<file path="src/common/lite_subsys_macros.svh">
// ----------------------------------------------------------------------
// Bus widths, mailbox depth and address map of the lite subsystem
// ----------------------------------------------------------------------

`ifndef LITE_SUBSYS_MACROS_SVH
`define LITE_SUBSYS_MACROS_SVH

// Register bus widths
`define LITE_ADDR_W 32
`define LITE_DATA_W 32

// Words held by each mailbox FIFO
`define MBOX_DEPTH 8

// Four consecutive windows of WIN_SIZE bytes starting at WIN_BASE
// Window 0 cfg port, 1 h2c mailbox, 2 c2h mailbox, 3 doorbell
`define WIN_BASE 32'h1040_0000
`define WIN_SIZE 32'h0000_1000

`endif

</file>
<file path="src/common/lite_subsys_pkg.sv">
// ----------------------------------------------------------------------
// Types shared by the lite subsystem
// Address and data words, request and response structs, crossbar FSM
// ----------------------------------------------------------------------

`default_nettype none

`include "lite_subsys_macros.svh"

package lite_subsys_pkg;

  typedef logic [`LITE_ADDR_W-1:0] lite_addr_t;
  typedef logic [`LITE_DATA_W-1:0] lite_data_t;

  // Byte offset inside one address window
  typedef logic [$clog2(`WIN_SIZE)-1:0] win_off_t;

  // Selected window, 0 to 3
  typedef logic [1:0] tgt_idx_t;

  // Initiator side of a link
  typedef struct packed {
    logic       req_valid;
    logic       write;
    lite_addr_t addr;
    lite_data_t wdata;
    logic       rsp_ready;
  } lite_req_t;

  // Target side of a link
  typedef struct packed {
    logic       req_ready;
    logic       rsp_valid;
    lite_data_t rdata;
    logic       err;
  } lite_rsp_t;

  typedef enum logic [1:0] {
    IDLE,
    FWD,
    RESP
  } xbar_state_e;

endpackage

`default_nettype wire

</file>
<file path="src/lite_xbar.sv">
// ----------------------------------------------------------------------
// Two-initiator round-robin crossbar for the lite register bus
// Decodes four address windows, answers unmapped addresses locally
// ----------------------------------------------------------------------

`timescale 1ns/1ps
`default_nettype none

`include "lite_subsys_macros.svh"

module lite_xbar (
  input  wire logic                              clk_i,
  input  wire logic                              rst_i,
  input  lite_subsys_pkg::lite_req_t             host_req_i,
  input  lite_subsys_pkg::lite_req_t             cluster_req_i,
  output lite_subsys_pkg::lite_rsp_t             host_rsp_o,
  output lite_subsys_pkg::lite_rsp_t             cluster_rsp_o,
  output lite_subsys_pkg::lite_req_t [3:0]       tgt_req_o,
  input  lite_subsys_pkg::lite_rsp_t [3:0]       tgt_rsp_i
);

  localparam int unsigned WinShift = $clog2(`WIN_SIZE);

  lite_subsys_pkg::xbar_state_e state_q;
  lite_subsys_pkg::xbar_state_e state_d;
  lite_subsys_pkg::tgt_idx_t    tgt_q;
  lite_subsys_pkg::lite_req_t   req_q;
  // 0 selects host, 1 selects cluster
  logic                         owner_q;
  logic                         prio_q;
  logic                         miss_q;

  logic                         idle;
  logic                         gnt_host;
  logic                         gnt_cluster;
  logic                         accept;
  logic                         sel_hit;
  logic                         owner_rsp_ready;
  lite_subsys_pkg::lite_req_t   sel_req;
  lite_subsys_pkg::lite_addr_t  win_off;
  lite_subsys_pkg::lite_rsp_t   sel_rsp;

  assign idle = (state_q == lite_subsys_pkg::IDLE);

  // Priority only matters when both initiators are requesting
  assign gnt_host    = idle && host_req_i.req_valid &&
                       (!cluster_req_i.req_valid || !prio_q);
  assign gnt_cluster = idle && cluster_req_i.req_valid &&
                       (!host_req_i.req_valid || prio_q);
  assign accept      = gnt_host || gnt_cluster;
  assign sel_req     = gnt_cluster ? cluster_req_i : host_req_i;

  assign win_off = sel_req.addr - `WIN_BASE;
  assign sel_hit = (sel_req.addr >= `WIN_BASE) && (win_off < 4 * `WIN_SIZE);

  assign owner_rsp_ready = owner_q ? cluster_req_i.rsp_ready : host_req_i.rsp_ready;

  always_ff @(posedge clk_i) begin
    if (rst_i) begin
      state_q <= lite_subsys_pkg::IDLE;
      tgt_q   <= '0;
      owner_q <= 1'b0;
      prio_q  <= 1'b0;
      miss_q  <= 1'b0;
    end else begin
      state_q <= state_d;
      if (accept) begin
        tgt_q   <= win_off[WinShift +: $bits(lite_subsys_pkg::tgt_idx_t)];
        owner_q <= gnt_cluster;
        prio_q  <= !gnt_cluster;
        miss_q  <= !sel_hit;
      end
    end
  end

  always_ff @(posedge clk_i) begin
    if (accept) begin
      req_q <= sel_req;
    end
  end

  always_comb begin
    state_d = state_q;
    unique case (state_q)
      lite_subsys_pkg::IDLE: begin
        // Unmapped addresses skip the target and answer locally
        if (accept) begin
          state_d = sel_hit ? lite_subsys_pkg::FWD : lite_subsys_pkg::RESP;
        end
      end
      lite_subsys_pkg::FWD: begin
        if (tgt_rsp_i[tgt_q].req_ready) begin
          state_d = lite_subsys_pkg::RESP;
        end
      end
      lite_subsys_pkg::RESP: begin
        if (sel_rsp.rsp_valid && owner_rsp_ready) begin
          state_d = lite_subsys_pkg::IDLE;
        end
      end
      default: state_d = lite_subsys_pkg::IDLE;
    endcase
  end

  // Response of the current transaction, local error for a miss
  always_comb begin
    sel_rsp = tgt_rsp_i[tgt_q];
    if (miss_q) begin
      sel_rsp.rsp_valid = 1'b1;
      sel_rsp.rdata     = '0;
      sel_rsp.err       = 1'b1;
    end
    sel_rsp.rsp_valid = sel_rsp.rsp_valid && (state_q == lite_subsys_pkg::RESP);
  end

  assign host_rsp_o = '{
    req_ready: idle && !gnt_cluster,
    rsp_valid: sel_rsp.rsp_valid && !owner_q,
    rdata:     sel_rsp.rdata,
    err:       sel_rsp.err
  };

  assign cluster_rsp_o = '{
    req_ready: idle && !gnt_host,
    rsp_valid: sel_rsp.rsp_valid && owner_q,
    rdata:     sel_rsp.rdata,
    err:       sel_rsp.err
  };

  // Payload goes to every target, valid only to the decoded one
  always_comb begin
    for (int i = 0; i < 4; i++) begin
      tgt_req_o[i]           = req_q;
      tgt_req_o[i].req_valid = (state_q == lite_subsys_pkg::FWD) &&
                               (tgt_q == lite_subsys_pkg::tgt_idx_t'(i));
      tgt_req_o[i].rsp_ready = (state_q == lite_subsys_pkg::RESP) && !miss_q &&
                               (tgt_q == lite_subsys_pkg::tgt_idx_t'(i)) && owner_rsp_ready;
    end
  end

  // A granted transaction locks out both initiators until it completes
  a_one_grant: assert property (@(posedge clk_i) disable iff (rst_i)
    (host_req_i.req_valid && host_rsp_o.req_ready) ||
    (cluster_req_i.req_valid && cluster_rsp_o.req_ready) |=>
      !host_rsp_o.req_ready && !cluster_rsp_o.req_ready)
    else $error("second initiator granted while a transaction is in flight");

  for (genvar g = 0; g < 4; g++) begin : g_tgt_chk
    a_tgt_stable: assert property (@(posedge clk_i) disable iff (rst_i)
      tgt_req_o[g].req_valid && !tgt_rsp_i[g].req_ready |=>
        tgt_req_o[g].req_valid &&
        $stable({tgt_req_o[g].write, tgt_req_o[g].addr, tgt_req_o[g].wdata}))
      else $error("target %0d request changed before acceptance", g);
  end

endmodule

`default_nettype wire

</file>
<file path="src/mailbox/lite_mailbox.sv">
// ----------------------------------------------------------------------
// One-direction mailbox on the lite register bus
// Word FIFO with push, pop, fill count and threshold interrupt
// ----------------------------------------------------------------------

`timescale 1ns/1ps
`default_nettype none

module lite_mailbox #(
  parameter int unsigned Depth = 8
) (
  input  wire logic                  clk_i,
  input  wire logic                  rst_i,
  input  lite_subsys_pkg::lite_req_t req_i,
  output lite_subsys_pkg::lite_rsp_t rsp_o,
  output logic                       irq_o
);

  localparam int unsigned PtrW = (Depth > 1) ? $clog2(Depth) : 1;
  localparam int unsigned CntW = $clog2(Depth + 1);

  lite_subsys_pkg::lite_data_t mem [Depth];
  logic [PtrW-1:0]             wr_ptr_q;
  logic [PtrW-1:0]             rd_ptr_q;
  logic [CntW-1:0]             count_q;
  lite_subsys_pkg::lite_data_t thresh_q;

  logic                        rsp_valid_q;
  lite_subsys_pkg::lite_data_t rdata_q;
  logic                        err_q;

  lite_subsys_pkg::win_off_t   off;
  logic                        accept;
  logic                        full;
  logic                        empty;
  logic                        push;
  logic                        pop;
  logic                        thr_we;
  lite_subsys_pkg::lite_data_t rdata_d;
  logic                        err_d;

  assign off    = lite_subsys_pkg::win_off_t'(req_i.addr);
  assign accept = req_i.req_valid && !rsp_valid_q;
  assign full   = (count_q == CntW'(Depth));
  assign empty  = (count_q == '0);

  always_comb begin
    push    = 1'b0;
    pop     = 1'b0;
    thr_we  = 1'b0;
    rdata_d = '0;
    err_d   = 1'b0;
    case (off)
      'h0: begin
        if (req_i.write && !full) push = accept;
        else err_d = 1'b1;
      end
      'h4: begin
        if (!req_i.write && !empty) begin
          pop     = accept;
          rdata_d = mem[rd_ptr_q];
        end else begin
          err_d = 1'b1;
        end
      end
      'h8: begin
        if (!req_i.write) rdata_d = lite_subsys_pkg::lite_data_t'(count_q);
        else err_d = 1'b1;
      end
      'hC: begin
        if (req_i.write) thr_we = accept;
        else rdata_d = thresh_q;
      end
      default: err_d = 1'b1;
    endcase
  end

  always_ff @(posedge clk_i) begin
    if (rst_i) begin
      wr_ptr_q    <= '0;
      rd_ptr_q    <= '0;
      count_q     <= '0;
      thresh_q    <= '0;
      rsp_valid_q <= 1'b0;
    end else begin
      if (push) begin
        wr_ptr_q <= (wr_ptr_q == PtrW'(Depth - 1)) ? '0 : wr_ptr_q + 1'b1;
        count_q  <= count_q + 1'b1;
      end else if (pop) begin
        rd_ptr_q <= (rd_ptr_q == PtrW'(Depth - 1)) ? '0 : rd_ptr_q + 1'b1;
        count_q  <= count_q - 1'b1;
      end
      if (thr_we) thresh_q <= req_i.wdata;
      // Response stays until the crossbar takes it
      if (accept) rsp_valid_q <= 1'b1;
      else if (req_i.rsp_ready) rsp_valid_q <= 1'b0;
    end
  end

  always_ff @(posedge clk_i) begin
    if (push) mem[wr_ptr_q] <= req_i.wdata;
    if (accept) begin
      rdata_q <= rdata_d;
      err_q   <= err_d;
    end
  end

  assign rsp_o = '{
    req_ready: !rsp_valid_q,
    rsp_valid: rsp_valid_q,
    rdata:     rdata_q,
    err:       err_q
  };

  // A zero threshold keeps the interrupt off
  assign irq_o = (thresh_q != '0) &&
                 (lite_subsys_pkg::lite_data_t'(count_q) >= thresh_q);

  a_fill_bound: assert property (@(posedge clk_i) disable iff (rst_i)
    count_q <= CntW'(Depth))
    else $error("mailbox fill count above depth");

endmodule

`default_nettype wire

</file>
<file path="src/lite_doorbell.sv">
// ----------------------------------------------------------------------
// Doorbell and completion flags with level interrupts
// ----------------------------------------------------------------------

`timescale 1ns/1ps
`default_nettype none

module lite_doorbell (
  input  wire logic                  clk_i,
  input  wire logic                  rst_i,
  input  lite_subsys_pkg::lite_req_t req_i,
  output lite_subsys_pkg::lite_rsp_t rsp_o,
  output logic                       doorbell_irq_o,
  output logic                       completion_irq_o
);

  logic                        db_q;
  logic                        cmp_q;
  logic                        rsp_valid_q;
  lite_subsys_pkg::lite_data_t rdata_q;
  logic                        err_q;

  lite_subsys_pkg::win_off_t   off;
  logic                        accept;
  logic                        known;

  assign off    = lite_subsys_pkg::win_off_t'(req_i.addr);
  assign accept = req_i.req_valid && !rsp_valid_q;
  assign known  = (off == 'h0) || (off == 'h4) || (off == 'h8);

  always_ff @(posedge clk_i) begin
    if (rst_i) begin
      db_q        <= 1'b0;
      cmp_q       <= 1'b0;
      rsp_valid_q <= 1'b0;
    end else begin
      if (accept && req_i.write) begin
        case (off)
          'h0: db_q <= 1'b1;
          'h4: begin
            // Completion hands the doorbell back
            db_q  <= 1'b0;
            cmp_q <= 1'b1;
          end
          'h8: cmp_q <= 1'b0;
          default: ;
        endcase
      end
      if (accept) rsp_valid_q <= 1'b1;
      else if (req_i.rsp_ready) rsp_valid_q <= 1'b0;
    end
  end

  always_ff @(posedge clk_i) begin
    if (accept) begin
      err_q   <= !known;
      rdata_q <= (known && !req_i.write) ?
                 lite_subsys_pkg::lite_data_t'({cmp_q, db_q}) : '0;
    end
  end

  assign rsp_o = '{
    req_ready: !rsp_valid_q,
    rsp_valid: rsp_valid_q,
    rdata:     rdata_q,
    err:       err_q
  };

  assign doorbell_irq_o   = db_q;
  assign completion_irq_o = cmp_q;

endmodule

`default_nettype wire

</file>
<file path="src/lite_subsystem.sv">
// ----------------------------------------------------------------------
// Lite configuration subsystem top level
// Crossbar, h2c and c2h mailboxes, doorbell block, external cfg port
// ----------------------------------------------------------------------

`timescale 1ns/1ps
`default_nettype none

`include "lite_subsys_macros.svh"

module lite_subsystem (
  input  wire logic                  clk_i,
  input  wire logic                  rst_i,
  input  lite_subsys_pkg::lite_req_t host_req_i,
  input  lite_subsys_pkg::lite_req_t cluster_req_i,
  output lite_subsys_pkg::lite_rsp_t host_rsp_o,
  output lite_subsys_pkg::lite_rsp_t cluster_rsp_o,
  output lite_subsys_pkg::lite_req_t cfg_req_o,
  input  lite_subsys_pkg::lite_rsp_t cfg_rsp_i,
  output logic                       h2c_irq_o,
  output logic                       c2h_irq_o,
  output logic                       doorbell_irq_o,
  output logic                       completion_irq_o
);

  // Index is the window number
  lite_subsys_pkg::lite_req_t [3:0] tgt_req;
  lite_subsys_pkg::lite_rsp_t [3:0] tgt_rsp;

  lite_xbar i_xbar (
    .clk_i         ( clk_i         ),
    .rst_i         ( rst_i         ),
    .host_req_i    ( host_req_i    ),
    .cluster_req_i ( cluster_req_i ),
    .host_rsp_o    ( host_rsp_o    ),
    .cluster_rsp_o ( cluster_rsp_o ),
    .tgt_req_o     ( tgt_req       ),
    .tgt_rsp_i     ( tgt_rsp       )
  );

  // Window 0 leaves the subsystem with the full address
  assign cfg_req_o  = tgt_req[0];
  assign tgt_rsp[0] = cfg_rsp_i;

  lite_mailbox #(
    .Depth ( `MBOX_DEPTH )
  ) i_h2c_mbox (
    .clk_i ( clk_i      ),
    .rst_i ( rst_i      ),
    .req_i ( tgt_req[1] ),
    .rsp_o ( tgt_rsp[1] ),
    .irq_o ( h2c_irq_o  )
  );

  lite_mailbox #(
    .Depth ( `MBOX_DEPTH )
  ) i_c2h_mbox (
    .clk_i ( clk_i      ),
    .rst_i ( rst_i      ),
    .req_i ( tgt_req[2] ),
    .rsp_o ( tgt_rsp[2] ),
    .irq_o ( c2h_irq_o  )
  );

  lite_doorbell i_doorbell (
    .clk_i            ( clk_i            ),
    .rst_i            ( rst_i            ),
    .req_i            ( tgt_req[3]       ),
    .rsp_o            ( tgt_rsp[3]       ),
    .doorbell_irq_o   ( doorbell_irq_o   ),
    .completion_irq_o ( completion_irq_o )
  );

endmodule

`default_nettype wire

</file>
<file path="config.mk">
export PLATFORM = sky130hd
export DESIGN_NAME = lite_subsystem
export DESIGN_NICKNAME = d
export VERILOG_FILES = /design/src/common/lite_subsys_pkg.sv /design/src/lite_xbar.sv /design/src/mailbox/lite_mailbox.sv /design/src/lite_doorbell.sv /design/src/lite_subsystem.sv
export VERILOG_INCLUDE_DIRS = /design/src /design/src/common
export SDC_FILE = /design/constraint.sdc
export NUM_CORES = 1
export LEC_CHECK = 0
export BUFFER_PORTS_ARGS = -buffer_cell sky130_fd_sc_hd__buf_2
export CAP_MARGIN = 10
export CORE_MARGIN = 4
export CORE_UTILIZATION = 40
export CTS_CLUSTER_DIAMETER = 200
export DETAILED_ROUTE_END_ITERATION = 8
export PLACE_DENSITY = 0.6
export SKIP_LAST_GASP = 1
export SLEW_MARGIN = 0
export SYNTH_ARGS = -nofsm -noshare
export SYNTH_HDL_FRONTEND = slang
export SYNTH_SLANG_ARGS = --single-unit
</file>
<file path="constraint.sdc">
create_clock -name clk_i -period 8 [get_ports clk_i]
set_input_delay 0.4 -clock clk_i [delete_from_list [all_inputs] [get_ports clk_i]]
set_output_delay 0.4 -clock clk_i [all_outputs]
set_load 0.01 [all_outputs]
</file>
==> results of run 1 <==
[flip-flops by register name, indices dropped and copies added (netlist names), 2 cells and up, named ones only]
signal and cells:
i_c2h_mbox.mem 256, i_h2c_mbox.mem 256, i_xbar.tgt_req_o 65, i_c2h_mbox.rdata_q 32, i_c2h_mbox.thresh_q 32, i_h2c_mbox.rdata_q 32, i_h2c_mbox.thresh_q 32, i_c2h_mbox.count_q 4
i_h2c_mbox.count_q 4, i_c2h_mbox.rd_ptr_q 3, i_c2h_mbox.wr_ptr_q 3, i_h2c_mbox.rd_ptr_q 3, i_h2c_mbox.wr_ptr_q 3, i_doorbell.rdata_q 2, i_xbar.state_q 2, i_xbar.tgt_q 2
[metal layers]
metal	up-vias	track usage [%]	share of wire, %
met5	-	0	0
met4	0	6.32	3.2
met3	148	3.62	6.5
met2	606	32.8	49
met1	9031	26.2	41
li1	7841	-	-
[cell families after synthesis]
kind of cell             after synthesis
AND/OR/NAND/NOR                      420
flip-flops                           748
multiplexers                         295
buffers and inverters                157
XOR/XNOR                               3
AO/OA/AOI/OAI                        231
adder cells (fa/ha/maj)               22
[cells in the mapped netlist, drive strengths merged (2+ instances only)]
| library cell | number | area share, % |
|---|---|---|
| nor3b | 5 | 0.12 |
| a21o | 8 | 0.20 |
| mux4 | 133 | 9.8 |
| nand2b | 8 | 0.19 |
| nand2 | 220 | 2.7 |
| ha | 20 | 0.82 |
| or4 | 11 | 0.28 |
| nand3b | 6 | 0.15 |
| fa | 2 | 0.13 |
| a21boi | 2 | 0.049 |
| a21oi | 123 | 2.0 |
| o21ai | 81 | 1.3 |
| or3 | 6 | 0.12 |
| inv | 20 | 0.25 |
| xor2 | 2 | 0.058 |
| buf | 74 | 1.5 |
| nor4b | 9 | 0.30 |
| dfxtp | 102 | 6.7 |
| a22oi | 9 | 0.22 |
| nor3 | 19 | 0.38 |
| nand4 | 9 | 0.18 |
| nor4 | 26 | 0.67 |
| or2 | 4 | 0.090 |
| mux2i | 97 | 3.2 |
| and3 | 4 | 0.082 |
| mux2 | 65 | 2.4 |
| clkbuf | 63 | 0.78 |
| nand3 | 6 | 0.11 |
| and2 | 3 | 0.062 |
| edfxtp | 646 | 64 |
| o22ai | 2 | 0.041 |
| nor2 | 77 | 0.95 |
| nor2b | 4 | 0.082 |
[worst reg2reg max path, stage by stage (launching register included)]
cell,delay [ns]
dfxtp_2,0.84
buf_4,0.56
nand4bb_1,0.26
or2_4,0.32
nor3_2,0.40
nand2_1,0.27
nor2_4,0.93
[metrics by stage]
step,setup slack [ns],util (%),hold WS (ns)
floorplan,2.56,-,0.449
global placement,4.11,44.0,0.456
detailed placement,3.97,44.0,0.464
CTS,3.93,47.5,0.0256
global route,3.79,47.5,0.0511
finish,3.97,47.5,0.0632
[power groups by stage]
stage	Combinational, mW	Clock, mW	Sequential, mW
6_report	0.460	3.67	4.53
3_5_place_dp	0.466	0	4.61
2_1_floorplan	0.271	0	4.54
5_1_grt	0.496	3.94	4.54
4_1_cts	0.468	3.76	4.53
3_3_place_gp	0.462	0	4.60
[area by class of cell]
type | instances | area share [%]
Sequential cell | 748 | 60.2
Antenna cell | 2 | 0.0141
Tap cell | 969 | 3.40
Inverter | 20 | 0.214
Timing Repair Buffer | 349 | 5.18
Multi-Input combinational cell | 971 | 23.6
Clock buffer | 117 | 6.53
Clock inverter | 32 | 0.850
[worst paths after layout]
| check | slack (ns) | depth (start not counted) | endpoint |
|---|---|---|---|
| max reg2reg | 3.97 | 6 | i_h2c_mbox.mem[7][17] |
| min | 0.06 | 2 | i_xbar.prio_q |
| max | 3.97 | 6 | i_h2c_mbox.mem[7][17] |
| min reg2reg | 0.48 | 2 | i_h2c_mbox.thresh_q[12] |
==> results.toml, run 1 <==
[pwr]
power_switching_mw = 1.92
p_comb_share_pct = 5.3
intPower_mw = 6.73
p_clk_share_pct = 42.4
power_mw = 8.66
sequentialPowerShare_pct = 52.3
leakagePower_nw = 11.5
sw_frac_of_total_pct = 22.2
power.density_nw_per_um2 = 243
ir_drop_uv = 148

[synthesis]
synth.cell_area_sq_um = 30500
synthAdderAreaFrac_pct = 0.953
yosysSeqAreaShare_pct = 70.4
ys_warn_count = 0
ys_ff_latch = 748
synth_top_family_by_area = "multiplexers"
syn-mean-instance-area_sq_um = 16.2
postSynth.asyncResetShare_pct = 0
synth_cell_types = 56
synth_compound_area_share_pct = 4.03
synth_edf_count = 646
syn-num-nets = 2069
syn_inst = 1876
synth.mux.area_fraction_pct = 15.4
synth-xor-area-share_pct = 0.0862
synthSimpleGateAreaFrac_pct = 6.58
synth_ff_type = "edfxtp_1"

[finish]
drive_gt1_share_pct = 32.1
num-fill-cells = 6311
final_cell_mix = "edfxtp_1 (646), buf_2 (310), nand2_1 (220), mux4_2 (133), a21oi_1 (123)"
syn2layout_area_growth_pct = 16.9
layout_commonest_cell = "edfxtp_1"
stdcell_area_sq_um = 35600
fin_cells = 3208
seqCellArea_sq_um = 21500
multiInputGateArea_sq_um = 8390
nets = 2365

[clock_tree]
cts.repair.resized = 0
cts_root_buffer = "clkbuf_16"
cts_buffer_depth = 3
h-tree-depth = 3
path_clk_slew_ns = 0.06
cts_buffers = 82
cts_tree = "built"
cts_sinks = 748
cts_setup_buffers = 0
cts_hold_buf = 0
clock_latency_ns = 0.63

[global_routing]
grt-ovfl-total = 0
grtUsageTotal_pct = 19.6
grt_max_degree = 65
grt_pass1_wl_um = 118000
grt_pass1_vias = 18100
antenna_found_initial = 3

[sta]
period_minus_slack_ns = 4.03
timing.final.crit_share_pct = 50.4
max_freq_mhz = 248
final-hold-violation-count = 0
maxSlewViolCount = 0
setup_tns_ns = 0
timing.slew.headroom_pct = 23.5
rsz0062_at_grt = "no"
tightest_slew_ns = 1.14
setup-violations-final = 0
fin_worst_skew_ns = 0.0276

[critical_path]
critPathArrivalTime_ns = 4.25
startpoint = "i_xbar.tgt_q[0]"
cp_top_family = "simple AND/OR/NAND/NOR gates"
crit_slowest_cell = "nor2_4"
critPathLaunchType = "flop"
endpoint_kind = "flop"
worstPathMaxFanout = 32
cp.required_ns = 8.22
worstReg2RegStart = "i_xbar.tgt_q[0]"
criticalPathCategory = "reg -> reg"
crit_chain = "buf_4 > nand4bb_1 > or2_4 > nor3_2 > nand2_1 > nor2_4"
max_stage_delay_ns = 0.93
path_buf_inv = 1

[routing]
wirelength_um = 80300
routedWlPerCell_um = 25.0
vias = 17600
drt_iter0_markers = 1666
antenna_left = 0
drc_errors = 0
drtPass1Iterations = 5
routed_via_density = 5.49

[die]
dieArea_sq_um = 80700
row_count = 100
die_w_um = 284
die_h_um = 284
pin_count = 312
start_util_pct = 40.7
core_area_sq_um = 74900

[placement]
place_area_sq_um = 33000
place_inst = 3057
io_buffers = 311
gp_congestion = 0.819
dpl.hpwl_um = 49200

[job]
maxCapViolCount = 0

[hold_path]
hold_path.class = "in -> reg"
hold_start = "cluster_req_i[66]"

[run_status]
status = "completed"
No activity file was read; power rests on OpenSTA's default activity.
==> run 2: changes to the inputs <==
ABC_AREA = 1   (was default)
clock period = 3.8 ns   (was 8 ns; I/O delays follow)
==> results.toml, run 2 <==
[routing]
drt_iter0_markers = 2001
vias = 22500
drc_errors = 0
antenna_left = 0
routedWlPerCell_um = 20.0
drtPass1Iterations = 5
wirelength_um = 86800
routed_via_density = 5.17

[global_routing]
grtUsageTotal_pct = 20.3
grt_pass1_vias = 21400
antenna_found_initial = 1
grt_max_degree = 129
grt-ovfl-total = 0
grt_pass1_wl_um = 129000

[clock_tree]
cts_hold_buf = 123
cts_setup_buffers = 0
h-tree-depth = 3
cts_buffers = 78
path_clk_slew_ns = 0.05
cts_root_buffer = "clkbuf_16"
clock_latency_ns = 0.62
cts_buffer_depth = 3
cts_tree = "built"
cts.repair.resized = 0
cts_sinks = 748

[pwr]
ir_drop_uv = 361
power.density_nw_per_um2 = 582
leakagePower_nw = 14.2

[sta]
period_minus_slack_ns = 3.16
setup_tns_ns = 0
setup-violations-final = 0
maxSlewViolCount = 0
tightest_slew_ns = 0.994
timing.slew.headroom_pct = 33.8
rsz0062_at_grt = "no"
final-hold-violation-count = 0
max_freq_mhz = 316
fin_worst_skew_ns = 0.0346
timing.final.crit_share_pct = 83.2

[placement]
io_buffers = 311
dpl.hpwl_um = 54600
place_area_sq_um = 33900
place_inst = 4072
gp_congestion = 0.909

[finish]
drive_gt1_share_pct = 15.8
stdcell_area_sq_um = 37600
layout_commonest_cell = "edfxtp_1"
seqCellArea_sq_um = 21500
antenna_cells = 0
nets = 3428
num-fill-cells = 7012
final_cell_mix = "edfxtp_1 (646), nand2_1 (631), nor2_1 (435), buf_2 (311), o21ai_0 (268)"
fin_cells = 4340
multiInputGateArea_sq_um = 8390
syn2layout_area_growth_pct = 20.2

[die]
die_w_um = 288
die_h_um = 288
row_count = 102
pin_count = 312
dieArea_sq_um = 82800
core_area_sq_um = 77500
start_util_pct = 40.4

[run_status]
status = "completed"

[synthesis]
synth_cell_types = 40
yosysSeqAreaShare_pct = 68.5
ys_warn_count = 0
syn-num-nets = 3058
netlist_top_cells_area = "edfxtp_1 (62%), nand2_1 (7.6%), dfxtp_1 (6.5%), nor2_1 (5.2%), o21ai_0 (4.3%)"
ys_ff_latch = 748
synth_edf_count = 646
yosysTopAreaCell = "edfxtp_1"
synth_common_cells = "edfxtp_1 (646), nand2_1 (632), nor2_1 (435)"
syn_inst = 2865
syn-mean-instance-area_sq_um = 10.9
postSynth.asyncResetShare_pct = 0
synth.cell_area_sq_um = 31300
yosysMostFrequentCell = "edfxtp_1"
synth_top_area_share_pct = 62.0
synth_ff_type = "edfxtp_1"

[critical_path]
worstReg2RegStart = "i_xbar.prio_q"
criticalPathCategory = "reg -> reg"
r2r_setup_slack_ns = 0.64
endpoint_kind = "flop"
rr_endpoint = "i_xbar.tgt_req_o[20]"
cp.required_ns = 4.27
worstPathMaxFanout = 37
critPathArrivalTime_ns = 3.63
reg2regPathDepth = 8
critPathLaunchType = "flop"

[hold_path]
holdPathStages = 5
worst_hold_path.endpoint = "i_xbar.tgt_req_o[63]"
hold_start = "cluster_req_i[63]"
hold_path.class = "in -> reg"

[job]
maxCapViolCount = 0
==> run 2: changes by cell type after synthesis, sizes merged, moves of 65 or more <==
cell | before | now
nor2 | 77 | 442
inv | 20 | 191
o32ai | 1 | 128
mux4 | 133 | 0
mux2i | 97 | 1
mux2 | 65 | 0
nand2 | 220 | 633
o21ai | 81 | 268
==> run 2: kinds of logic (layout without fill, tap and decap cells) <==
group | Yosys count | after routing | share of synthesized area (%)
adders and majority gates | 22 | 22 | 0.928
xor gates and xnor gates | 2 | 2 | 0.0560
buffers and inverters | 387 | 822 | 5.13
AOI/OAI and AO/OA | 519 | 519 | 10.1
and+or+nand+nor | 1186 | 1186 | 15.2
DFF | 748 | 748 | 68.5
muxes | 1 | 1 | 0.0320
==> run 2: cell type report <==
cell class	count	share of cell area [%]
multi-input cells	1730	22.3
clock inverters	35	0.851
well taps	1040	3.46
flip-flops and latches	748	57.0
repair buffers	484	8.54
inverters	193	1.94
clock buffers	110	5.89
==> run 2: worst max-delay path by stage <==
stage                                 end                 start  slack, ns  depth (start not counted)
floorplan            i_h2c_mbox.mem[1][0]  i_xbar.tgt_req_o[34]      -0.36                          8
global placement    i_h2c_mbox.mem[5][19]  i_xbar.tgt_req_o[42]       0.96                         10
detailed placement  i_h2c_mbox.mem[6][17]  i_xbar.tgt_req_o[42]       0.87                          8
CTS                  i_xbar.tgt_req_o[16]         i_xbar.prio_q       0.65                          8
global route         i_xbar.tgt_req_o[17]         i_xbar.prio_q       0.41                          8
finish               i_xbar.tgt_req_o[20]         i_xbar.prio_q       0.64                          8
==> run 2: where the power goes <==
part	switching (mW)	total (mW)	internal [mW]
clock	3.14	7.56	4.42
combinational	1.96	3.10	1.13
sequential	1.17	11.2	10.1
total	6.27	21.9	15.6
==> run 2: worst max-delay path: stages, from the launching register on <==
cell and delay [ns]:
dfxtp_1 0.35, inv_1 0.05, nand2_1 0.39, nand3_4 0.50, inv_2 0.57, buf_4 0.42, nand2_1 0.09, nand2_1 0.07
dlygate4sd3_1 0.55
==> run 2: metal layers <==
metal	share of wire, %	GRT usage (%)	routed length, um	vias up
li1	-	-	-	10700
met1	46	29.8	39600	10900
met2	46	31.6	39500	734
met3	6.4	3.08	5530	129
met4	2.5	5.92	2130	0
met5	0	0	0	-
==> run 2: metrics by stage <==
| stage | util (%) | hold WS [ns] | power (mW) | setup slack, ns |
|---|---|---|---|---|
| 2_1_floorplan | - | 0.268 | 12.5 | -0.356 |
| 3_3_place_gp | 43.7 | 0.454 | 14.3 | 0.961 |
| 3_5_place_dp | 43.7 | 0.456 | 14.3 | 0.867 |
| 4_1_cts | 48.6 | 0.00472 | 22.0 | 0.648 |
| 5_1_grt | 48.6 | 0.0703 | 22.8 | 0.410 |
| 6_report | 48.6 | 0.0461 | 21.9 | 0.637 |
